### src/logic/hpsdr_proto_pkg.sv
// Protocol types for the downstream parser: states, frame opcodes and command word.
`default_nettype none

package hpsdr_proto_pkg;

  // Values follow the legacy parser encoding.
  typedef enum logic [4:0] {
    START     = 5'h00,
    PREAMBLE  = 5'h01,
    DECODE    = 5'h02,
    RUNSTOP   = 5'h03,
    DISCOVERY = 5'h04,
    ENDPOINT  = 5'h05,
    SEQNO3    = 5'h06,
    SEQNO2    = 5'h07,
    SEQNO1    = 5'h08,
    SEQNO0    = 5'h0a,
    SYNC2     = 5'h10,
    SYNC1     = 5'h11,
    SYNC0     = 5'h12,
    CMDCTRL   = 5'h13,
    CMDDATA3  = 5'h14,
    CMDDATA2  = 5'h15,
    CMDDATA1  = 5'h16,
    CMDDATA0  = 5'h17,
    PUSHL1    = 5'h18,
    PUSHL0    = 5'h19,
    PUSHR1    = 5'h1a,
    PUSHR0    = 5'h1b,
    PUSHI1    = 5'h1c,
    PUSHI0    = 5'h1d,
    PUSHQ1    = 5'h1e,
    PUSHQ0    = 5'h1f
  } ds_state_e;

  typedef enum logic [7:0] {
    FRAME_DATA     = 8'h01,
    FRAME_DISCOVER = 8'h02,
    FRAME_RUNSTOP  = 8'h04
  } frame_type_e;

  typedef struct packed {
    logic        resprqst;  // Host asks for a response.
    logic [5:0]  addr;
    logic        ptt;
    logic [31:0] data;
  } ds_cmd_t;

endpackage

`default_nettype wire

### src/logic/cmd_regfile.sv
// Command register bank keeping the last data per command address, plus PTT.
`timescale 1ns/10ps
`default_nettype none

module cmd_regfile (
  input  wire                          clk,
  input  wire                          arst_n,
  input  wire hpsdr_proto_pkg::ds_cmd_t cmd,
  input  wire                          cmd_valid,
  input  wire [5:0]                    cfg_addr,
  output logic [31:0]                  cfg_data,
  output logic                         ptt,
  output logic                         resp_req
);

  localparam int NREGS = 64;  // One per 6-bit address.

  logic [31:0] regs [NREGS];

  always_ff @(posedge clk or negedge arst_n) begin
    if (!arst_n) begin
      for (int i = 0; i < NREGS; i++) begin
        regs[i] <= '0;
      end
      ptt      <= 1'b0;
      resp_req <= 1'b0;
    end else begin
      resp_req <= cmd_valid && cmd.resprqst;
      if (cmd_valid) begin
        regs[cmd.addr] <= cmd.data;
        ptt            <= cmd.ptt;  // Every command carries PTT.
      end
    end
  end

  assign cfg_data = regs[cfg_addr];

endmodule

`default_nettype wire

### config.mk
export PLATFORM = sky130hd
export DESIGN_NAME = cmd_regfile
export DESIGN_NICKNAME = d
export VERILOG_FILES = /design/src/logic/hpsdr_proto_pkg.sv /design/src/logic/cmd_regfile.sv
export SDC_FILE = /design/constraint.sdc
export NUM_CORES = 2
export LEC_CHECK = 0
export BUFFER_PORTS_ARGS = -buffer_cell sky130_fd_sc_hd__buf_4
export CAP_MARGIN = 20
export CORE_MARGIN = 2
export CORE_UTILIZATION = 45
export CTS_CLUSTER_DIAMETER = 60
export DETAILED_ROUTE_END_ITERATION = 6
export PLACE_DENSITY = 0.71
export SLEW_MARGIN = 25
export SYNTH_ARGS = -nofsm -noshare
export SYNTH_HDL_FRONTEND = slang
export SYNTH_SLANG_ARGS = --single-unit
export TNS_END_PERCENT = 20
### constraint.sdc
create_clock -name clk -period 3.9 [get_ports clk]
set_clock_uncertainty 0.2 [all_clocks]
set_input_delay 0.78 -clock clk [delete_from_list [all_inputs] [get_ports clk]]
set_output_delay 0.78 -clock clk [all_outputs]
set_load 0.03 [all_outputs]
## Word-level counts from Yosys, hierarchy flattened

Index checks and enable logic that the tools add are counted.

| operators by class | value |
|---|---|
| $lt $le $gt $ge | 3 |
| mux-type cells | 6 |
| bitwise operators | 2 |
| reductions and logical operators | 2 |

Operator list:

| cell | count |
|---|---|
| $bwmux 2048 | 1 |
| $bmux 32 s6 | 1 |
| $demux 32 s6 | 1 |
| $mux 32 | 3 |
| $ge 7x7->1 const B | 2 |
| $not 6->7 | 2 |
| $lt 7x1->1 const B | 1 |
| $logic_and 1x1->1 | 2 |

| storage, ports and cells | value |
|---|---|
| flip-flop bits (word level) | 2,050 |
| bits of input ports | 49 |
| output and inout bits | 34 |
| logic and storage cells | 79 |

## Longest topological paths before layout

| depth | value |
|---|---|
| word-level depth | 6 |
| depth in mapped cells | 10 |

## Worst setup path before layout

OpenSTA, ideal clock, no wires.

| timing | value |
|---|---|
| kind | input to output |
| start point | in cfg_addr[1] |
| end point | out cfg_data[10] |
| arrival time | 2.721 ns |
| required time | 2.920 ns |
| setup slack | 0.199 ns |
| stages on the path | 8 |
| path buffers | 5 |
| cell sequence | buf_6 buf_6 buf_4 buf_4 buf_4 mux4_2 a22oi_1 a311oi_1 |

| on the way | value |
|---|---|
| longest elaborated chain between the ends | 4 |

RTL lines:

| what | RTL line | source |
|---|---|---|
| start: declaration | cmd_regfile.sv:10 | `input wire [5:0] cfg_addr,` |
| $not 6->7 (implied by the code) | cmd_regfile.sv:36 | `assign cfg_data = regs[cfg_addr];` |
| $bmux 32 s6 | cmd_regfile.sv:36 |  |
| $mux 32 (implied by the code) (2 in a row) | cmd_regfile.sv:36 |  |
| end: declaration | cmd_regfile.sv:11 | `output logic [31:0] cfg_data,` |

Every way passes these cells. The select of a mux whose other input is x is not followed.

## Worst setup path after layout

| timing | value |
|---|---|
| start point | in cfg_addr[0] |
| end point | out cfg_data[31] |

Same word-level chain as after synthesis.

==> key figures <==
Outcome
  – Status: finished, violations left
  – Failing checks: setup timing

Route
  – Via count: 55177
  – DR DRC count: 0
  – WL per Instance: 30.7 um
  – Number of iterations in the first detailed-routing pass: 7
  – Vias per cell: 6.23
  – Antenna Nets Post-Route: 0
  – Post-Route WL: 272000 um
  – DRT iter0 DRCs: 5043

Timing
  – Final min period: 3990 ps
  – Number of hold violations in the final report: 0
  – RSZ-0062 raised after global routing: yes
  – Slew margin rel.: 0.314
  – Final Max Slew Viols: 0
  – Setup tns final: -300 ps
  – Fin Hold WS: 95.4 ps
  – F_max: 250 MHz
  – Worst-margin pin slew: 1030 ps
  – Final worst-path cycle share: 1.02
  – Fin worst setup slack: -94.6 ps
  – Final setup fails: 10

Synth
  – Warnings from Yosys: 0
  – Xor and xnor area share after synthesis: 0
  – Top-area cell type share of the netlist area: 0.555
  – FF+latch count, synth: 2050
  – Register area share after synthesis: 0.555
  – Post-synth ARST share: 1.00
  – Largest family of logic cells by synthesized area: multiplexers
  – Synthesized area: 92500 um^2
  – Largest area contributor in the netlist: dfrtp_1
  – Distinct cells, synth: 45
  – Synth Area per Inst: 16.0 um^2
  – Post-synthesis simple-gate area fraction: 0.0113
  – Dominant cells by area after synthesis: dfrtp_1 (55%), mux2_2 (25%), mux4_2 (12%), buf_2 (1.3%), o22ai_1 (1.1%)
  – Post-Syn Nets: 5844
  – Most common cell in the netlist: mux2_2
  – Adder-cell area share of the yosys netlist: 0
  – Post-Synthesis Cells: 5795
  – Post-synth EDFFs: 0
  – Top FF cell, synth: dfrtp_1
  – Top post-synthesis cells by count: mux2_2 (2058), dfrtp_1 (2050), mux4_2 (502)
  – Mux contribution to synthesized area: 0.380
  – Synth Area in Compound Gates: 0.0231

Clocking
  – Worst skew pair latency: 850 ps
  – CTS buffer count: 202
  – H-tree depth: 4
  – Max clock buf depth: 3
  – Clock sink count: 2050
  – CTS tree: built
  – Clk slew on worst S/H paths: 60 ps
  – Clock root buffer: clkbuf_16

GRT
  – Vias in the first global route: 57310
  – Overflow after GRT: 0
  – Largest net degree at the start of global routing: 143
  – Total GRT Usage: 0.258
  – Initial antenna violation count: 11
  – First-pass GRT wire length: 399000 um

Setup path
  – Worst EP required: 2920 ps
  – Setup crit end kind: output port
  – CP Max Fanout: 12
  – Setup crit start kind: primary input
  – Crit path DAT: 3010 ps
  – Crit Path Class: in -> out
  – R2R setup slack: 2900 ps

Cells and area
  – Multi-input logic area: 39400 um^2
  – P&R area growth vs syn: 16.1%
  – Layout cells sized above 1: 0.592
  – Post-route insts no fill: 8863
  – FF/Latch Area: 51300 um^2
  – Nets: 6050
  – Finished Core Util: 0.525
  – Filler cell count: 16333

Power and ir drop
  – Leak: 49.2 nW
  – Total design power: 0.0530 W
  – Max VDD drop: 0.494 mV
  – Pwr/cell area: 493 nW/um^2

Floorplan
  – Die W: 457 um
  – Starting Density: 0.453
  – Die Ht: 457 um
  – Core Rows: 166
  – IO Pins: 83
  – Core footprint: 204000 um^2
  – Die area: 209000 um^2

Place
  – Placer Congestion: 0.844
  – Port Buffers: 82
  – Placed cells: 8434
  – Post-DP HPWL: 166000 um

Hold path
  – Hold Crit Class: in -> reg

Job
  – MaxCap Viol Count: 0
-- per-stage QoR --
step,setup slack [ps],area (um^2)
floorplan,199,92500
global route,-69.0,107000
finish,-94.6,107000
global placement,-764,99000
CTS,-71.0,106000
detailed placement,-524,99000
-- where the power goes --
part | switching (W) | internal (W) | total, W | leakage (nW)
Clock | 0.00858 | 0.0114 | 0.0200 | 3.35
Combinational | 0.00318 | 0.00425 | 0.00743 | 18.6
Sequential | 0.00143 | 0.0241 | 0.0255 | 27.2
Total | 0.0132 | 0.0398 | 0.0530 | 49.2
-- registers in the layout (all words and copies together), names as in the netlist --
| signal | flops |
|---|---|
| resp_req | 1 |
| ptt | 1 |
| regs | 2048 |
-- layout by cell type, fill, tap and decap left out, drive strengths merged, types with 3 or more instances in the layout --
cell | Yosys | final
and2 | 7 | 7
or2 | 5 | 5
nor3 | 3 | 3
nor2b | 34 | 34
a32oi | 3 | 3
o21a | 25 | 25
bufinv | 0 | 16
dfrtp | 2050 | 2050
nand3b | 8 | 8
nor2 | 64 | 64
nand2 | 34 | 34
buf | 348 | 595
o22ai | 160 | 160
nand2b | 11 | 11
o221ai | 33 | 33
nand3 | 8 | 8
mux2 | 2083 | 2083
clkbuf | 256 | 300
a22oi | 10 | 10
a211oi | 33 | 33
nor4 | 25 | 25
clkinv | 0 | 54
o21ai | 26 | 26
o221a | 3 | 3
mux4 | 502 | 502
a21oi | 5 | 5
diode | 0 | 9
inv | 0 | 5
mux2i | 40 | 40
-- repair_timing --
| item | CTS | global route |
|---|---|---|
| endpoints found under the setup margin | 32 | 32 |
| hold buffers | 2 | 0 |
| gates resized for setup | 80 | 81 |
| pin swaps | 7 | 10 |
| gates cloned | 2 | 8 |
| setup buffers | 10 | 31 |
| endpoints found under the hold margin | 43 | 0 |
-- worst max-delay path: stages --
cell	delay [ps]
buf_16	150
buf_16	190
buf_16	170
buf_4	160
mux4_2	350
o22ai_2	110
nor4_4	550
buf_6	210
o21a_1	160
buf_6	140
-- final timing paths --
kind,from,to,cells after the start
worst max register to register,regs[1197]$_DFFE_PN0P_,regs[1197]$_DFFE_PN0P_,1
worst min register to register,regs[1835]$_DFFE_PN0P_,regs[1835]$_DFFE_PN0P_,1
worst min-delay path,cmd[39],resp_req$_DFF_PN0_,2
min in group asynchronous,arst_n,resp_req$_DFF_PN0_,2
max in group asynchronous,arst_n,regs[740]$_DFFE_PN0P_,3
worst max-delay path,cfg_addr[0],cfg_data[31],10
-- routing by layer --
metal / global-route usage / part of all wire / up-vias
li1: - / - / 22090
met1: 0.369 / 0.42 / 30544
met2: 0.397 / 0.47 / 2090
met3: 0.0495 / 0.077 / 449
met4: 0.0883 / 0.034 / 4
met5: 0 / 0.00010 / -
-- cell type report --
type | count | share of cell area
Tap cell | 2688 | 0.0313
Sequential cell | 2050 | 0.478
Clock inverter | 77 | 0.00901
Multi-Input combinational cell | 3141 | 0.367
Clock buffer | 292 | 0.0542
Antenna cell | 9 | 0.000210
Timing Repair Buffer | 606 | 0.0602
-- cells by family after synthesis --
kind of cell / Yosys count
AOI/OAI and AO/OA: 310
buffers and inverters: 604
DFF: 2050
muxes: 2625
and+or+nand+nor: 206
Power figures use the tool's default switching activity.
