--- src/logic/hpsdr_config.svh ---
// HPSDR downstream constants for port matching, framing bytes and buffer sizing.
`ifndef HPSDR_CONFIG_SVH
`define HPSDR_CONFIG_SVH

// ~~~~~~~~~~~~~~~~~~~~~~~~~~~~~~~~~~~~~~~~
// Protocol 1 framing
// ~~~~~~~~~~~~~~~~~~~~~~~~~~~~~~~~~~~~~~~~
`define HPSDR_PORT   16'd1024  // Accepted UDP port.
`define HPSDR_PRE0   8'hEF     // First Metis preamble byte.
`define HPSDR_PRE1   8'hFE     // Second Metis preamble byte.
`define HPSDR_SYNC   8'h7F     // Subframe sync byte.
`define HPSDR_GROUPS 63        // Sample groups per subframe.

// ~~~~~~~~~~~~~~~~~~~~~~~~~~~~~~~~~~~~~~~~
// Sample buffer
// ~~~~~~~~~~~~~~~~~~~~~~~~~~~~~~~~~~~~~~~~
`define HPSDR_BUF_AW 8         // Address bits per source region.

`endif

--- src/logic/hpsdr_buf_pkg.sv ---
// Sample buffer types shared by the packers and the buffer arbiter.
`default_nettype none
`include "hpsdr_config.svh"

package hpsdr_buf_pkg;

  // Also the top address bit of the buffer region.
  typedef enum logic {
    SRC_LR = 1'b0,
    SRC_IQ = 1'b1
  } sample_src_e;

  typedef struct packed {
    sample_src_e              src;
    logic [`HPSDR_BUF_AW-1:0] addr;
    logic [31:0]              data;
  } buf_wr_t;

endpackage

`default_nettype wire

--- src/logic/sample_packer.sv ---
// Sample packer: builds 32-bit words from a byte stream and hands them to the buffer.
`timescale 1ns/10ps
`default_nettype none
`include "hpsdr_config.svh"

module sample_packer (
  input  wire                            clk,
  input  wire                            arst_n,
  input  wire hpsdr_buf_pkg::sample_src_e src,
  input  wire [7:0]                      byte_data,
  input  wire                            byte_valid,
  input  wire                            ack,
  output hpsdr_buf_pkg::buf_wr_t         wr,
  output logic                           req,
  output logic                           overflow
);

  logic [1:0]               byte_cnt;
  logic [23:0]              shift_q;
  logic [`HPSDR_BUF_AW-1:0] wr_ptr;
  logic                     word_done;
  logic                     busy;

  assign word_done = byte_valid && (byte_cnt == 2'd3);
  assign busy      = req || ack;  // Slot is free once ack has dropped.

  always_ff @(posedge clk or negedge arst_n) begin
    if (!arst_n) begin
      byte_cnt <= '0;
      wr_ptr   <= '0;
      req      <= 1'b0;
      overflow <= 1'b0;
    end else begin
      if (byte_valid) byte_cnt <= byte_cnt + 2'd1;
      if (req && ack) req <= 1'b0;
      if (word_done) begin
        if (busy) begin
          overflow <= 1'b1;  // Word lost, pointer stays.
        end else begin
          req    <= 1'b1;
          wr_ptr <= wr_ptr + 1'b1;
        end
      end
    end
  end

  always_ff @(posedge clk) begin
    if (byte_valid) shift_q <= {shift_q[15:0], byte_data};
    if (word_done && !busy) begin
      wr.src  <= src;
      wr.addr <= wr_ptr;
      wr.data <= {shift_q, byte_data};  // First byte lands in the top.
    end
  end

  a_req_held: assert property (@(posedge clk) disable iff (!arst_n)
    $fell(req) |-> $past(ack));

endmodule

`default_nettype wire

--- config.mk ---
export PLATFORM = sky130hd
export DESIGN_NAME = sample_packer
export DESIGN_NICKNAME = d
export VERILOG_FILES = /design/src/logic/hpsdr_buf_pkg.sv /design/src/logic/sample_packer.sv
export VERILOG_INCLUDE_DIRS = /design/src /design/src/logic
export SDC_FILE = /design/constraint.sdc
export NUM_CORES = 1
export LEC_CHECK = 0
export ABC_AREA = 1
export ABC_CLOCK_PERIOD_IN_PS = 2400
export BUFFER_PORTS_ARGS = -buffer_cell sky130_fd_sc_hd__buf_2
export CELL_PAD_IN_SITES_DETAIL_PLACEMENT = 2
export CELL_PAD_IN_SITES_GLOBAL_PLACEMENT = 2
export CORE_MARGIN = 3
export CORE_UTILIZATION = 30
export DETAILED_ROUTE_END_ITERATION = 6
export GPL_ROUTABILITY_DRIVEN = 0
export HOLD_SLACK_MARGIN = 0.08
export PLACE_DENSITY_LB_ADDON = 0.1
export SYNTH_ARGS = -nofsm -noshare
export SYNTH_HDL_FRONTEND = slang
export SYNTH_SLANG_ARGS = --single-unit
--- constraint.sdc ---
create_clock -name clk -period 2.4 [get_ports clk]
set_input_delay 0.24 -clock clk [delete_from_list [all_inputs] [get_ports clk]]
set_output_delay 0.24 -clock clk [all_outputs]
set_load 0.01 [all_outputs]
-- Word-level counts from Yosys, hierarchy flattened
Index checks and enable logic that the tools add are counted.
Widths: inputs -> output; s select.
- register bits after elaboration: 77
- bits in read-only memories: 0
- memory bits (writable): 0
- memories: 0
- word-level logic and storage cells: 22
- bits in latches: 0
- shift operators: 0
- bitwise operators: 1
- equality and inequality tests: 1
- div/mod/pow operators: 0
- mux-type cells: 3
- reductions and logical operators: 7
- multiply operators: 0
- $add $sub $neg: 2
- $lt $le $gt $ge: 0
- operator list (cell ; count):
    $add 8x1->8 const B ; 1
    $reduce_and 2->1 ; 2
    $logic_and 1x1->1 ; 3
    $mux 1 ; 3
    $add 2x1->2 const B ; 1
    $eq 2x2->1 const B ; 1
    $logic_not 1->1 ; 1
    $logic_or 1x1->1 ; 1
    $not 1->1 ; 1

-- Logic depth before layout (Yosys ltp)
Gate-level depths: netlist of run 1.
- word-level depth: 4
- depth in mapped cells: 8

-- Worst setup path after synthesis of run 1
OpenSTA, ideal clock, no wires.
- kind: reg2reg
- start: register byte_cnt[0]
- end: register wr_ptr[4]
- buffers on the path: 1
- path slack: 1006 ps
- arrival: 1270 ps
- cell stages (with the launch flop): 7
- library setup time: 124 ps
- data required time: 2276 ps
- cells stage by stage: dfrtp_1 > ha_1 > nand2_2 > nor2_4 > buf_6 > nand2_2 > xnor2_2
- longest elaborated chain between the ends: 3
- ends and longest elaborated chain (what ; line ; source):
    start, declared ; sample_packer.sv:18 ; logic [1:0] byte_cnt;
    start signal, assigned ; sample_packer.sv:34 ; if (byte_valid) byte_cnt <= byte_cnt + 2'd1;
    $eq 2x2->1 ; sample_packer.sv:24 ; assign word_done = byte_valid && (byte_cnt == 2'd3);
    $logic_and 1x1->1 ; sample_packer.sv:24 ;
    $reduce_and 2->1 (no source line) ; - ;
    end signal, assigned ; sample_packer.sv:41 ; wr_ptr <= wr_ptr + 1'b1;
    end, declared ; sample_packer.sv:20 ; logic [`HPSDR_BUF_AW-1:0] wr_ptr;
No other way between the ends.
A chain may end at the register's enable or synchronous reset.

-- Final worst setup path of run 1
- start: input ack
- end: register wr_ptr[7]
- longest elaborated chain between the ends: 3
- ends and longest elaborated chain (what ; line ; source):
    start, declared ; sample_packer.sv:12 ; input wire ack,
    $logic_or 1x1->1 ; sample_packer.sv:25 ; assign busy = req || ack;
    $not 1->1 (no source line) ; - ;
    $reduce_and 2->1 (no source line) ; - ;
No other way between the ends.

==> results of run 1 <==
==> cell type report <==
type | count | share of cell area (%)
clock buffers | 11 | 4.05
well taps | 105 | 4.05
multi-input cells | 39 | 7.80
flip-flops and latches | 77 | 69.5
inverters | 11 | 1.27
clock inverters | 5 | 2.62
repair buffers | 63 | 10.7
==> through the flow <==
| step | hold slack [ps] | setup WS [ps] | std cells | total power (W) |
|---|---|---|---|---|
| detailed placement | 155 | 817 | 290 | 0.00203 |
| floorplan | -55.6 | 1010 | 128 | 0.00188 |
| finish | 101 | 765 | 311 | 0.00304 |
| global route | 82.8 | 583 | 311 | 0.00321 |
| global placement | 146 | 920 | 290 | 0.00200 |
| CTS | 82.7 | 742 | 311 | 0.00310 |
==> worst min-delay path by stage <==
stage / slack, ps / start / endpoint
floorplan: -60 / arst_n / byte_cnt[0]$_DFFE_PN0P_
global route: 80 / byte_data[3] / shift_q[3]$_DFFE_PP_
CTS: 80 / byte_data[7] / wr[7]$_DFFE_PP_
finish: 100 / byte_data[7] / wr[7]$_DFFE_PP_
detailed placement: 160 / arst_n / wr_ptr[4]$_DFFE_PN0P_
global placement: 150 / arst_n / wr_ptr[6]$_DFFE_PN0P_
==> where the power goes <==
part	switching [W]	internal [W]	leakage, nW
clock	0.000461	0.000591	0.104
combinational	0.000179	0.000116	0.421
sequential	0.0000771	0.00162	0.736
==> what timing repair did <==
item,4_1_cts,5_1_grt
hold buffers,5,0
endpoints found under the hold margin,18,0
buffers inserted,0,0
==> sequential cells by signal, indices dropped and copies added, names as in the netlist <==
register and flops:
overflow 1, shift_q 24, req 1, wr 41, wr_ptr 8, byte_cnt 2
==> cell families after synthesis <==
logic type,count (synthesis),share of synthesized area (%)
DFF,77,88.1
buffers and inverters,12,2.05
muxes,1,0.440
xor gates and xnor gates,5,2.30
AOI/OAI and AO/OA,3,0.734
and+or+nand+nor,28,5.43
adders and majority gates,2,0.978
==> cells in the final DEF, fill, tap and decap left out, types with 2 or more instances in the layout <==
master         Yosys  final
edfxtp_1          65     65
nand2_2            3      3
dlygate4sd3_1      0      5
dfrtp_1           12     12
inv_1             10     10
nand4_1            3      3
clkbuf_8           0      9
clkbuf_1           0      2
buf_2              0     55
nand3_1            2      2
nor2_1             2      2
xnor2_2            2      2
nand2_1           15     15
buf_4              0      3
xor2_1             3      3
clkinv_4           0      2
ha_1               2      2
bufinv_16          0      2
==> metal layers <==
metal	GRT usage (%)	up-vias
li1	-	607
met1	13.9	641
met2	17.3	38
met3	3.43	5
met4	4.41	0
met5	0	-
==> worst max-delay path: cells and delay by family <==
family | cells | cell delay, ps
buf+inv | 5 | 1130
simple gates | 4 | 480
==> impl_metrics.py, run 1 <==
metrics = {
    "sta": {
        "setup_viol": 0,
        "min_period_ps": 1630,
        "hold_viol_final": 0,
        "fin_skew_ps": 7.60,
        "slew_headroom_pct": 72.3,
        "fin_tns_setup_ps": 0,
        "drv_slew": 0,
        "fin_crit_sh_pct": 68.1,
        "rsz0062_at_grt": "false",
        "worst-slew-pin-transition_ps": 415,
        "max_freq_mhz": 612,
    },
    "grt": {
        "grt_pass1_wl_um": 7960,
        "grt_use_total_pct": 10.9,
        "grt_max_degree": 34,
        "grt_pass1_vias": 1408,
        "antenna_found_initial": 0,
        "overflow": 0,
    },
    "power": {
        "power.leakage_nw": 1.26,
        "powerDensity_nw_per_um2": 939,
        "vdd_drop_max_uv": 389,
    },
    "setup_path": {
        "crit_path_end": "wr_ptr[7]$_DFFE_PN0P_",
        "worstPathRequired_ps": 2630,
        "cp-start-kind": "input pin",
        "criticalPathCategory": "input pin to flop",
        "r2r_cells": 7,
        "path_max_fanout": 33,
        "worstReg2RegEnd": "wr_ptr[7]$_DFFE_PN0P_",
        "worstSetupEndpointType": "flop",
        "r2r_start": "byte_cnt[0]$_DFFE_PN0P_",
        "critPathArrivalTime_ps": 1860,
        "r2r_slack_ps": 820,
        "critical-path-max-stage-delay_ps": 530,
        "cp_slowest_cell": "dlygate4sd3_1",
        "crit_start": "ack",
        "cp_cell_sequence": "dlygate4sd3_1 > buf_2 > inv_1 > nand2_1 > nor2_4 > buf_4 > nand4_1 > nand2_1 > inv_1",
    },
    "final_layout": {
        "finalNetCount": 216,
        "diodes": 0,
        "design_area_sq_um": 3240,
        "register_area_sq_um": 2250,
        "multi_input_area_sq_um": 253,
        "drive_gt1_share_pct": 39.3,
        "final_util_pct": 39.3,
        "syn_to_final_growth_pct": 26.8,
        "fillers": 838,
    },
    "yosys": {
        "synth_most_common_cell": "edfxtp_1",
        "synth_common_cells": "65 x edfxtp_1, 15 x nand2_1, 12 x dfrtp_1",
        "synth_area_leaders": "edfxtp_1 76%, dfrtp_1 12%, nand2_1 2.2%",
        "yosysTopAreaCellShare_pct": 76.3,
        "synth_nets": 143,
        "syn-mean-instance-area_sq_um": 20.0,
        "synth-main-ff-cell": "edfxtp_1",
        "synth_area_sq_um": 2560,
        "synth_cells": 128,
        "synth-seq-area-share_pct": 88.1,
        "synth_warnings": 0,
        "synthDistinctLibCells": 20,
        "ys_ff_latch": 77,
        "synth_top_cell_by_area": "edfxtp_1",
        "synth-edff-count": 65,
        "async_flop_share_pct": 15.6,
    },
    "cts": {
        "cts.repair.resized": 0,
        "cts_max_level": 3,
        "worstSkewPairLatency_ps": 330,
        "tritoncts.num_buffers": 9,
        "clock-sinks": 77,
        "clk_pin_slew_ps": 80,
        "cts_buffer_depth": 2,
        "cts_root_buffer": "clkbuf_8",
        "cts_tree": "done",
    },
    "floorplanning": {
        "die_w_um": 98.3,
        "start_util_pct": 31.0,
        "core_area_sq_um": 8260,
        "row_count": 33,
        "ios": 56,
        "die_h_um": 98.3,
        "dieArea_sq_um": 9670,
    },
    "min_path": {
        "whs_path_depth": 1,
        "hp-class": "input pin to flop",
    },
    "detailed_routing": {
        "met2_length_um": 2440,
        "wl_met1_um": 2100,
        "wl_met3_um": 245,
        "routedWlPerCell_um": 15.6,
        "top_layer": "met4",
        "drtAntennaViolNets": 0,
        "dr_total_vias": 1291,
        "avgViaCountPerCell": 4.15,
        "drt_iter0_drc": 33,
        "dr.pass1.iters": 3,
        "drcViolationCount": 0,
        "drt_wl_total_um": 4860,
    },
    "status": {
        "status": "complete, no violations",
    },
    "flow_run": {
        "maxCapViolations": 0,
    },
    "placement": {
        "place_area_sq_um": 2980,
        "hpwlAfterDp_um": 3290,
        "portBuffers": 55,
    },
}
Power figures use the tool's default switching activity.
==> run 2, diff against run 1 <==
--- a/config.mk
+++ b/config.mk
@@ -7,7 +7,7 @@
 export NUM_CORES = 1
 export LEC_CHECK = 0
 export ABC_AREA = 1
-export ABC_CLOCK_PERIOD_IN_PS = 2400
+export ABC_CLOCK_PERIOD_IN_PS = 1700
 export BUFFER_PORTS_ARGS = -buffer_cell sky130_fd_sc_hd__buf_2
 export CELL_PAD_IN_SITES_DETAIL_PLACEMENT = 2
 export CELL_PAD_IN_SITES_GLOBAL_PLACEMENT = 2
==> constraint.sdc (replaced) <==
create_clock -name clk -period 1.7 [get_ports clk]
set_input_delay 0.17 -clock clk [delete_from_list [all_inputs] [get_ports clk]]
set_output_delay 0.17 -clock clk [all_outputs]
set_load 0.01 [all_outputs]
==> run 2 against run 1 <==
- clock power increased by 26%
- register-to-register slack lost 550 ps
- non-clock buffer count grew 6
- combinational power rose by 51%
- global-route usage down 0.26 points
- sequential power is 41% higher
- critical path type is now flop to flop
- critical endpoint is now wr[1]$_DFFE_PP_
- largest power group unchanged
- highest routed layer unchanged
==> impl_metrics.py, run 2 (synthesis gave the netlist of run 1 again) <==
metrics = {
    "sta": {
        "fin_crit_sh_pct": 84.3,
        "fin_skew_ps": 7.47,
        "setup_viol": 0,
        "drv_slew": 0,
        "min_period_ps": 1430,
        "fin_tns_setup_ps": 0,
        "max_freq_mhz": 697,
        "worst-slew-pin-transition_ps": 377,
        "hold_viol_final": 0,
        "rsz0062_at_grt": "false",
        "slew_headroom_pct": 74.9,
    },
    "cts": {
        "clock-sinks": 77,
        "cts_tree": "done",
        "worstSkewPairLatency_ps": 340,
        "tritoncts.num_buffers": 9,
        "postCtsSetupBuffers": 0,
        "cts_max_level": 3,
        "clk_pin_slew_ps": 80,
        "cts_root_buffer": "clkbuf_8",
        "cts_buffer_depth": 2,
        "cts.repair.resized": 0,
    },
    "final_layout": {
        "design_area_sq_um": 3290,
        "reg.largest.list": "wr (41), shift_q (24), wr_ptr (8)",
        "finalNetCount": 222,
        "syn_to_final_growth_pct": 28.6,
        "top_register": "wr",
        "largest_reg_flops": 41,
        "final_common_cell": "edfxtp_1",
        "multi_input_area_sq_um": 253,
        "fillers": 828,
        "diodes": 0,
        "final_cell_mix": "65 x edfxtp_1, 55 x buf_2, 15 x nand2_1",
        "register_area_sq_um": 2250,
        "final_util_pct": 39.8,
        "drive_gt1_share_pct": 38.7,
    },
    "floorplanning": {
        "row_count": 33,
        "dieArea_sq_um": 9670,
        "ios": 56,
        "die_w_um": 98.3,
        "core_area_sq_um": 8260,
        "die_h_um": 98.3,
        "start_util_pct": 31.0,
    },
    "grt": {
        "grt_pass1_wl_um": 7700,
        "grt_pass1_vias": 1462,
        "grt_max_degree": 34,
        "overflow": 0,
        "grt_use_total_pct": 10.6,
        "antenna_found_initial": 0,
    },
    "placement": {
        "portBuffers": 55,
        "hpwlAfterDp_um": 3270,
        "place_area_sq_um": 2990,
    },
    "min_path": {
        "hp-class": "input pin to flop",
        "min-delay-start": "byte_valid",
    },
    "detailed_routing": {
        "wl_met3_um": 303,
        "dr.pass1.iters": 4,
        "dr_total_vias": 1328,
        "drt_iter0_drc": 43,
        "met2_length_um": 2440,
        "avgViaCountPerCell": 4.19,
        "drcViolationCount": 0,
        "wl_met1_um": 1980,
        "drt_wl_total_um": 4780,
        "routedWlPerCell_um": 15.1,
        "drtAntennaViolNets": 0,
        "top_layer": "met4",
    },
    "setup_path": {
        "criticalPathCategory": "flop to flop",
        "worstSetupEndpointType": "flop",
        "cp-start-kind": "flop",
        "r2r_start": "byte_cnt[0]$_DFFE_PN0P_",
        "crit_start": "byte_cnt[0]$_DFFE_PN0P_",
        "worstPathRequired_ps": 1720,
        "path_max_fanout": 19,
        "critPathArrivalTime_ps": 1460,
    },
    "power": {
        "p_clk_share_pct": 31.8,
        "powerDensity_nw_per_um2": 1270,
        "comb_power_share_pct": 10.7,
        "swShare_pct": 24.6,
        "power.leakage_nw": 1.28,
        "power_w": 0.00417,
        "switchingPower_w": 0.00102,
        "seq_power_share_pct": 57.5,
        "intPower_w": 0.00315,
        "vdd_drop_max_uv": 407,
    },
    "flow_run": {
        "maxCapViolations": 0,
    },
    "status": {
        "status": "complete, no violations",
    },
}
==> run 2: changes by cell type in the layout (fill, tap and decap cells not counted), sizes merged <==
cell	change
clkinv	+1
bufinv	-1
clkinvlp	+1
clkbuf	-1
dlygate4sd3	+6
==> run 2: final timing paths <==
check,endpoint,slack [ps],depth (start not counted)
max,wr[1]$_DFFE_PP_,270,4
min,req$_DFF_PN0_,170,3
max reg2reg,wr[1]$_DFFE_PP_,270,4
min reg2reg,wr[25]$_DFFE_PP_,430,0
max in group asynchronous,wr_ptr[4]$_DFFE_PN0P_,1240,2
min in group asynchronous,wr_ptr[2]$_DFFE_PN0P_,240,2
==> run 2: per-stage QoR <==
stage | worst slack [ps] | hold WS (ps) | cells
after floorplan | 306 | -126 | 128
after global placement | 349 | 75.1 | 290
after detailed placement | 255 | 76.1 | 290
after CTS | 249 | 157 | 317
after global routing | 135 | 172 | 317
final | 266 | 168 | 317
==> run 2: final cells by class <==
cell class,instances,area share (%)
repair buffers,69,12.8
clock buffers,10,3.88
flip-flops and latches,77,68.5
well taps,105,3.99
multi-input cells,39,7.68
clock inverters,6,1.94
inverters,11,1.26
==> run 2: layer usage <==
layer	vias up	GRT usage [%]
li1	619	-
met3	5	4.07
met4	0	5.78
met2	39	17.0
met5	-	0
met1	665	12.4
==> run 2: critical path: stages (launching register included) <==
cell and delay [ps]:
dfrtp_1 380, ha_1 210, nand2_2 90, nor2_4 140, buf_4 290
==> run 2: timing repair <==
action	CTS	global route
endpoints found under the setup margin	0	0
hold endpoints to repair	30	0
hold buffers	11	0
==> run 2: power by group through the flow <==
stage	combinational (W)	sequential, W	clock [W]
finish	0.000446	0.00240	0.00132
global route	0.000505	0.00243	0.00147
CTS	0.000459	0.00240	0.00138
detailed placement	0.000435	0.00245	0
global placement	0.000410	0.00243	0
floorplan	0.000198	0.00245	0
==> run 3, diff against run 2 <==
--- a/config.mk
+++ b/config.mk
@@ -7,7 +7,7 @@
 export NUM_CORES = 1
 export LEC_CHECK = 0
 export ABC_AREA = 1
-export ABC_CLOCK_PERIOD_IN_PS = 1700
+export ABC_CLOCK_PERIOD_IN_PS = 1500
 export BUFFER_PORTS_ARGS = -buffer_cell sky130_fd_sc_hd__buf_2
 export CELL_PAD_IN_SITES_DETAIL_PLACEMENT = 2
 export CELL_PAD_IN_SITES_GLOBAL_PLACEMENT = 2
==> constraint.sdc (replaced) <==
create_clock -name clk -period 1.5 [get_ports clk]
set_input_delay 0.15 -clock clk [delete_from_list [all_inputs] [get_ports clk]]
set_output_delay 0.15 -clock clk [all_outputs]
set_load 0.01 [all_outputs]
==> run 3 against run 2 <==
- count of clock-buffer cells in the layout unchanged
- clock skew decreased by 1.8 ps
- maximum frequency increased by 1.3%
- flip-flop and latch count unchanged
- sequential share of layout area decreased by 1.8 points
- combinational power increased by 31%
- largest cell class unchanged
==> impl_metrics.py, run 3 (synthesis gave the netlist of run 1 again) <==
metrics = {
    "detailed_routing": {
        "drt_wl_total_um": 5020,
        "dr.pass1.iters": 4,
        "routedWlPerCell_um": 15.6,
        "dr_total_vias": 1336,
        "avgViaCountPerCell": 4.16,
        "drt_iter0_drc": 34,
        "drcViolationCount": 0,
        "drtAntennaViolNets": 0,
    },
    "placement": {
        "hpwlAfterDp_um": 3270,
        "post-place-ws_ps": 55.1,
        "place_area_sq_um": 2990,
        "portBuffers": 55,
    },
    "cts": {
        "cts_buffer_depth": 2,
        "cts_max_level": 3,
        "clock-sinks": 77,
        "worstSkewPairLatency_ps": 340,
        "cts_root_buffer": "clkbuf_8",
        "tritoncts.num_buffers": 9,
        "clk_pin_slew_ps": 80,
        "cts_tree": "done",
    },
    "final_layout": {
        "top_register": "wr",
        "largest_reg_flops": 41,
        "diodes": 0,
        "final_common_cell": "edfxtp_1",
        "reg.largest.list": "wr (41), shift_q (24), wr_ptr (8)",
        "register_area_sq_um": 2250,
        "final_cell_mix": "65 x edfxtp_1, 55 x buf_2, 15 x nand2_1",
        "drive_gt1_share_pct": 40.3,
        "fillers": 823,
        "multi_input_area_sq_um": 255,
        "finalNetCount": 226,
        "design_area_sq_um": 3380,
        "syn_to_final_growth_pct": 32.2,
    },
    "setup_path": {
        "r2r_slack_ps": 80,
        "cp_slowest_cell": "dfrtp_1",
        "critPathArrivalTime_ps": 1470,
        "worstReg2RegEnd": "wr[20]$_DFFE_PP_",
        "criticalPathCategory": "flop to flop",
        "r2r_start": "byte_cnt[0]$_DFFE_PN0P_",
        "crit_start": "byte_cnt[0]$_DFFE_PN0P_",
        "r2r_cells": 5,
        "cp_cell_sequence": "ha_2 > nand2_2 > nor2_4 > buf_6 > clkbuf_16",
        "path_max_fanout": 16,
        "worstPathRequired_ps": 1550,
        "crit_path_end": "wr[20]$_DFFE_PP_",
        "critical-path-max-stage-delay_ps": 380,
        "worstSetupEndpointType": "flop",
        "cp-start-kind": "flop",
    },
    "grt": {
        "overflow": 0,
        "grt_pass1_vias": 1462,
        "grt_use_total_pct": 10.6,
        "antenna_found_initial": 0,
        "grt_pass1_wl_um": 7700,
        "grt_max_degree": 34,
    },
    "floorplanning": {
        "core_area_sq_um": 8260,
        "die_w_um": 98.3,
        "ios": 56,
        "row_count": 33,
        "start_util_pct": 31.0,
        "dieArea_sq_um": 9670,
        "die_h_um": 98.3,
    },
    "sta": {
        "fin_crit_sh_pct": 94.4,
        "setup_slack_ps": 84.2,
        "holdWs_ps": 148,
        "fin_skew_ps": 5.72,
        "drv_slew": 0,
        "fin_tns_setup_ps": 0,
        "hold_viol_final": 0,
        "worst-slew-pin-transition_ps": 374,
        "slew_headroom_pct": 75.1,
        "max_freq_mhz": 706,
        "setup_viol": 0,
        "min_period_ps": 1420,
    },
    "min_path": {
        "whs_path_depth": 3,
        "hp-class": "input pin to flop",
    },
    "power": {
        "vdd_drop_max_uv": 457,
        "power.leakage_nw": 1.31,
        "powerDensity_nw_per_um2": 1420,
        "power_w": 0.00480,
    },
    "status": {
        "status": "complete, no violations",
    },
    "flow_run": {
        "maxCapViolations": 0,
    },
}
[run 3: critical path, delay by kind of cell (launching register included)]
family	cells	cell delay (ps)
adder cells (fa/ha/maj)	1	210
buffers and inverters	2	320
flip-flops	1	380
AND/OR/NAND/NOR	2	210
[run 3: report_power, final]
group	internal, W	switching (W)	leakage (nW)
clock network	0.000766	0.000731	0.0923
registers	0.00259	0.000129	0.736
logic	0.000269	0.000315	0.485
[run 3: routing by layer]
metal | part of all wire [%] | GRT usage, % | routed length, um
met1 | 41 | 12.4 | 2070
met2 | 52 | 17.0 | 2590
met3 | 6.0 | 4.07 | 301
met4 | 1.1 | 5.78 | 53
met5 | 0 | 0 | 0
[run 3: repair_timing]
item / in CTS / in global routing
endpoints found under the hold margin: 30 / 0
endpoints found under the setup margin: 0 / 24
hold buffers: 11 / 0
setup buffers: 0 / 2
gates resized for setup: 0 / 4
[run 3: how the worst min path moves through the flow]
stage	from	end	slack, ps
6_report	byte_valid	req$_DFF_PN0_	150
5_1_grt	byte_valid	req$_DFF_PN0_	150
4_1_cts	byte_valid	req$_DFF_PN0_	140
3_5_place_dp	arst_n	wr_ptr[6]$_DFFE_PN0P_	60
3_3_place_gp	arst_n	wr_ptr[6]$_DFFE_PN0P_	60
2_1_floorplan	arst_n	byte_cnt[0]$_DFFE_PN0P_	-150
[run 3: cell type report]
type                    count  share of cell area [%]
clock buffers              10                    3.77
multi-input cells          39                    7.55
repair buffers             73                    15.1
inverters                  11                    1.22
flip-flops and latches     77                    66.6
clock inverters             6                    1.89
well taps                 105                    3.89
[run 3: per-stage QoR]
stage / instances / util [%]
after floorplan: 128 / -
after global placement: 290 / 36.2
after detailed placement: 290 / 36.2
after CTS: 317 / 39.8
after global routing: 321 / 40.9
final: 321 / 40.9
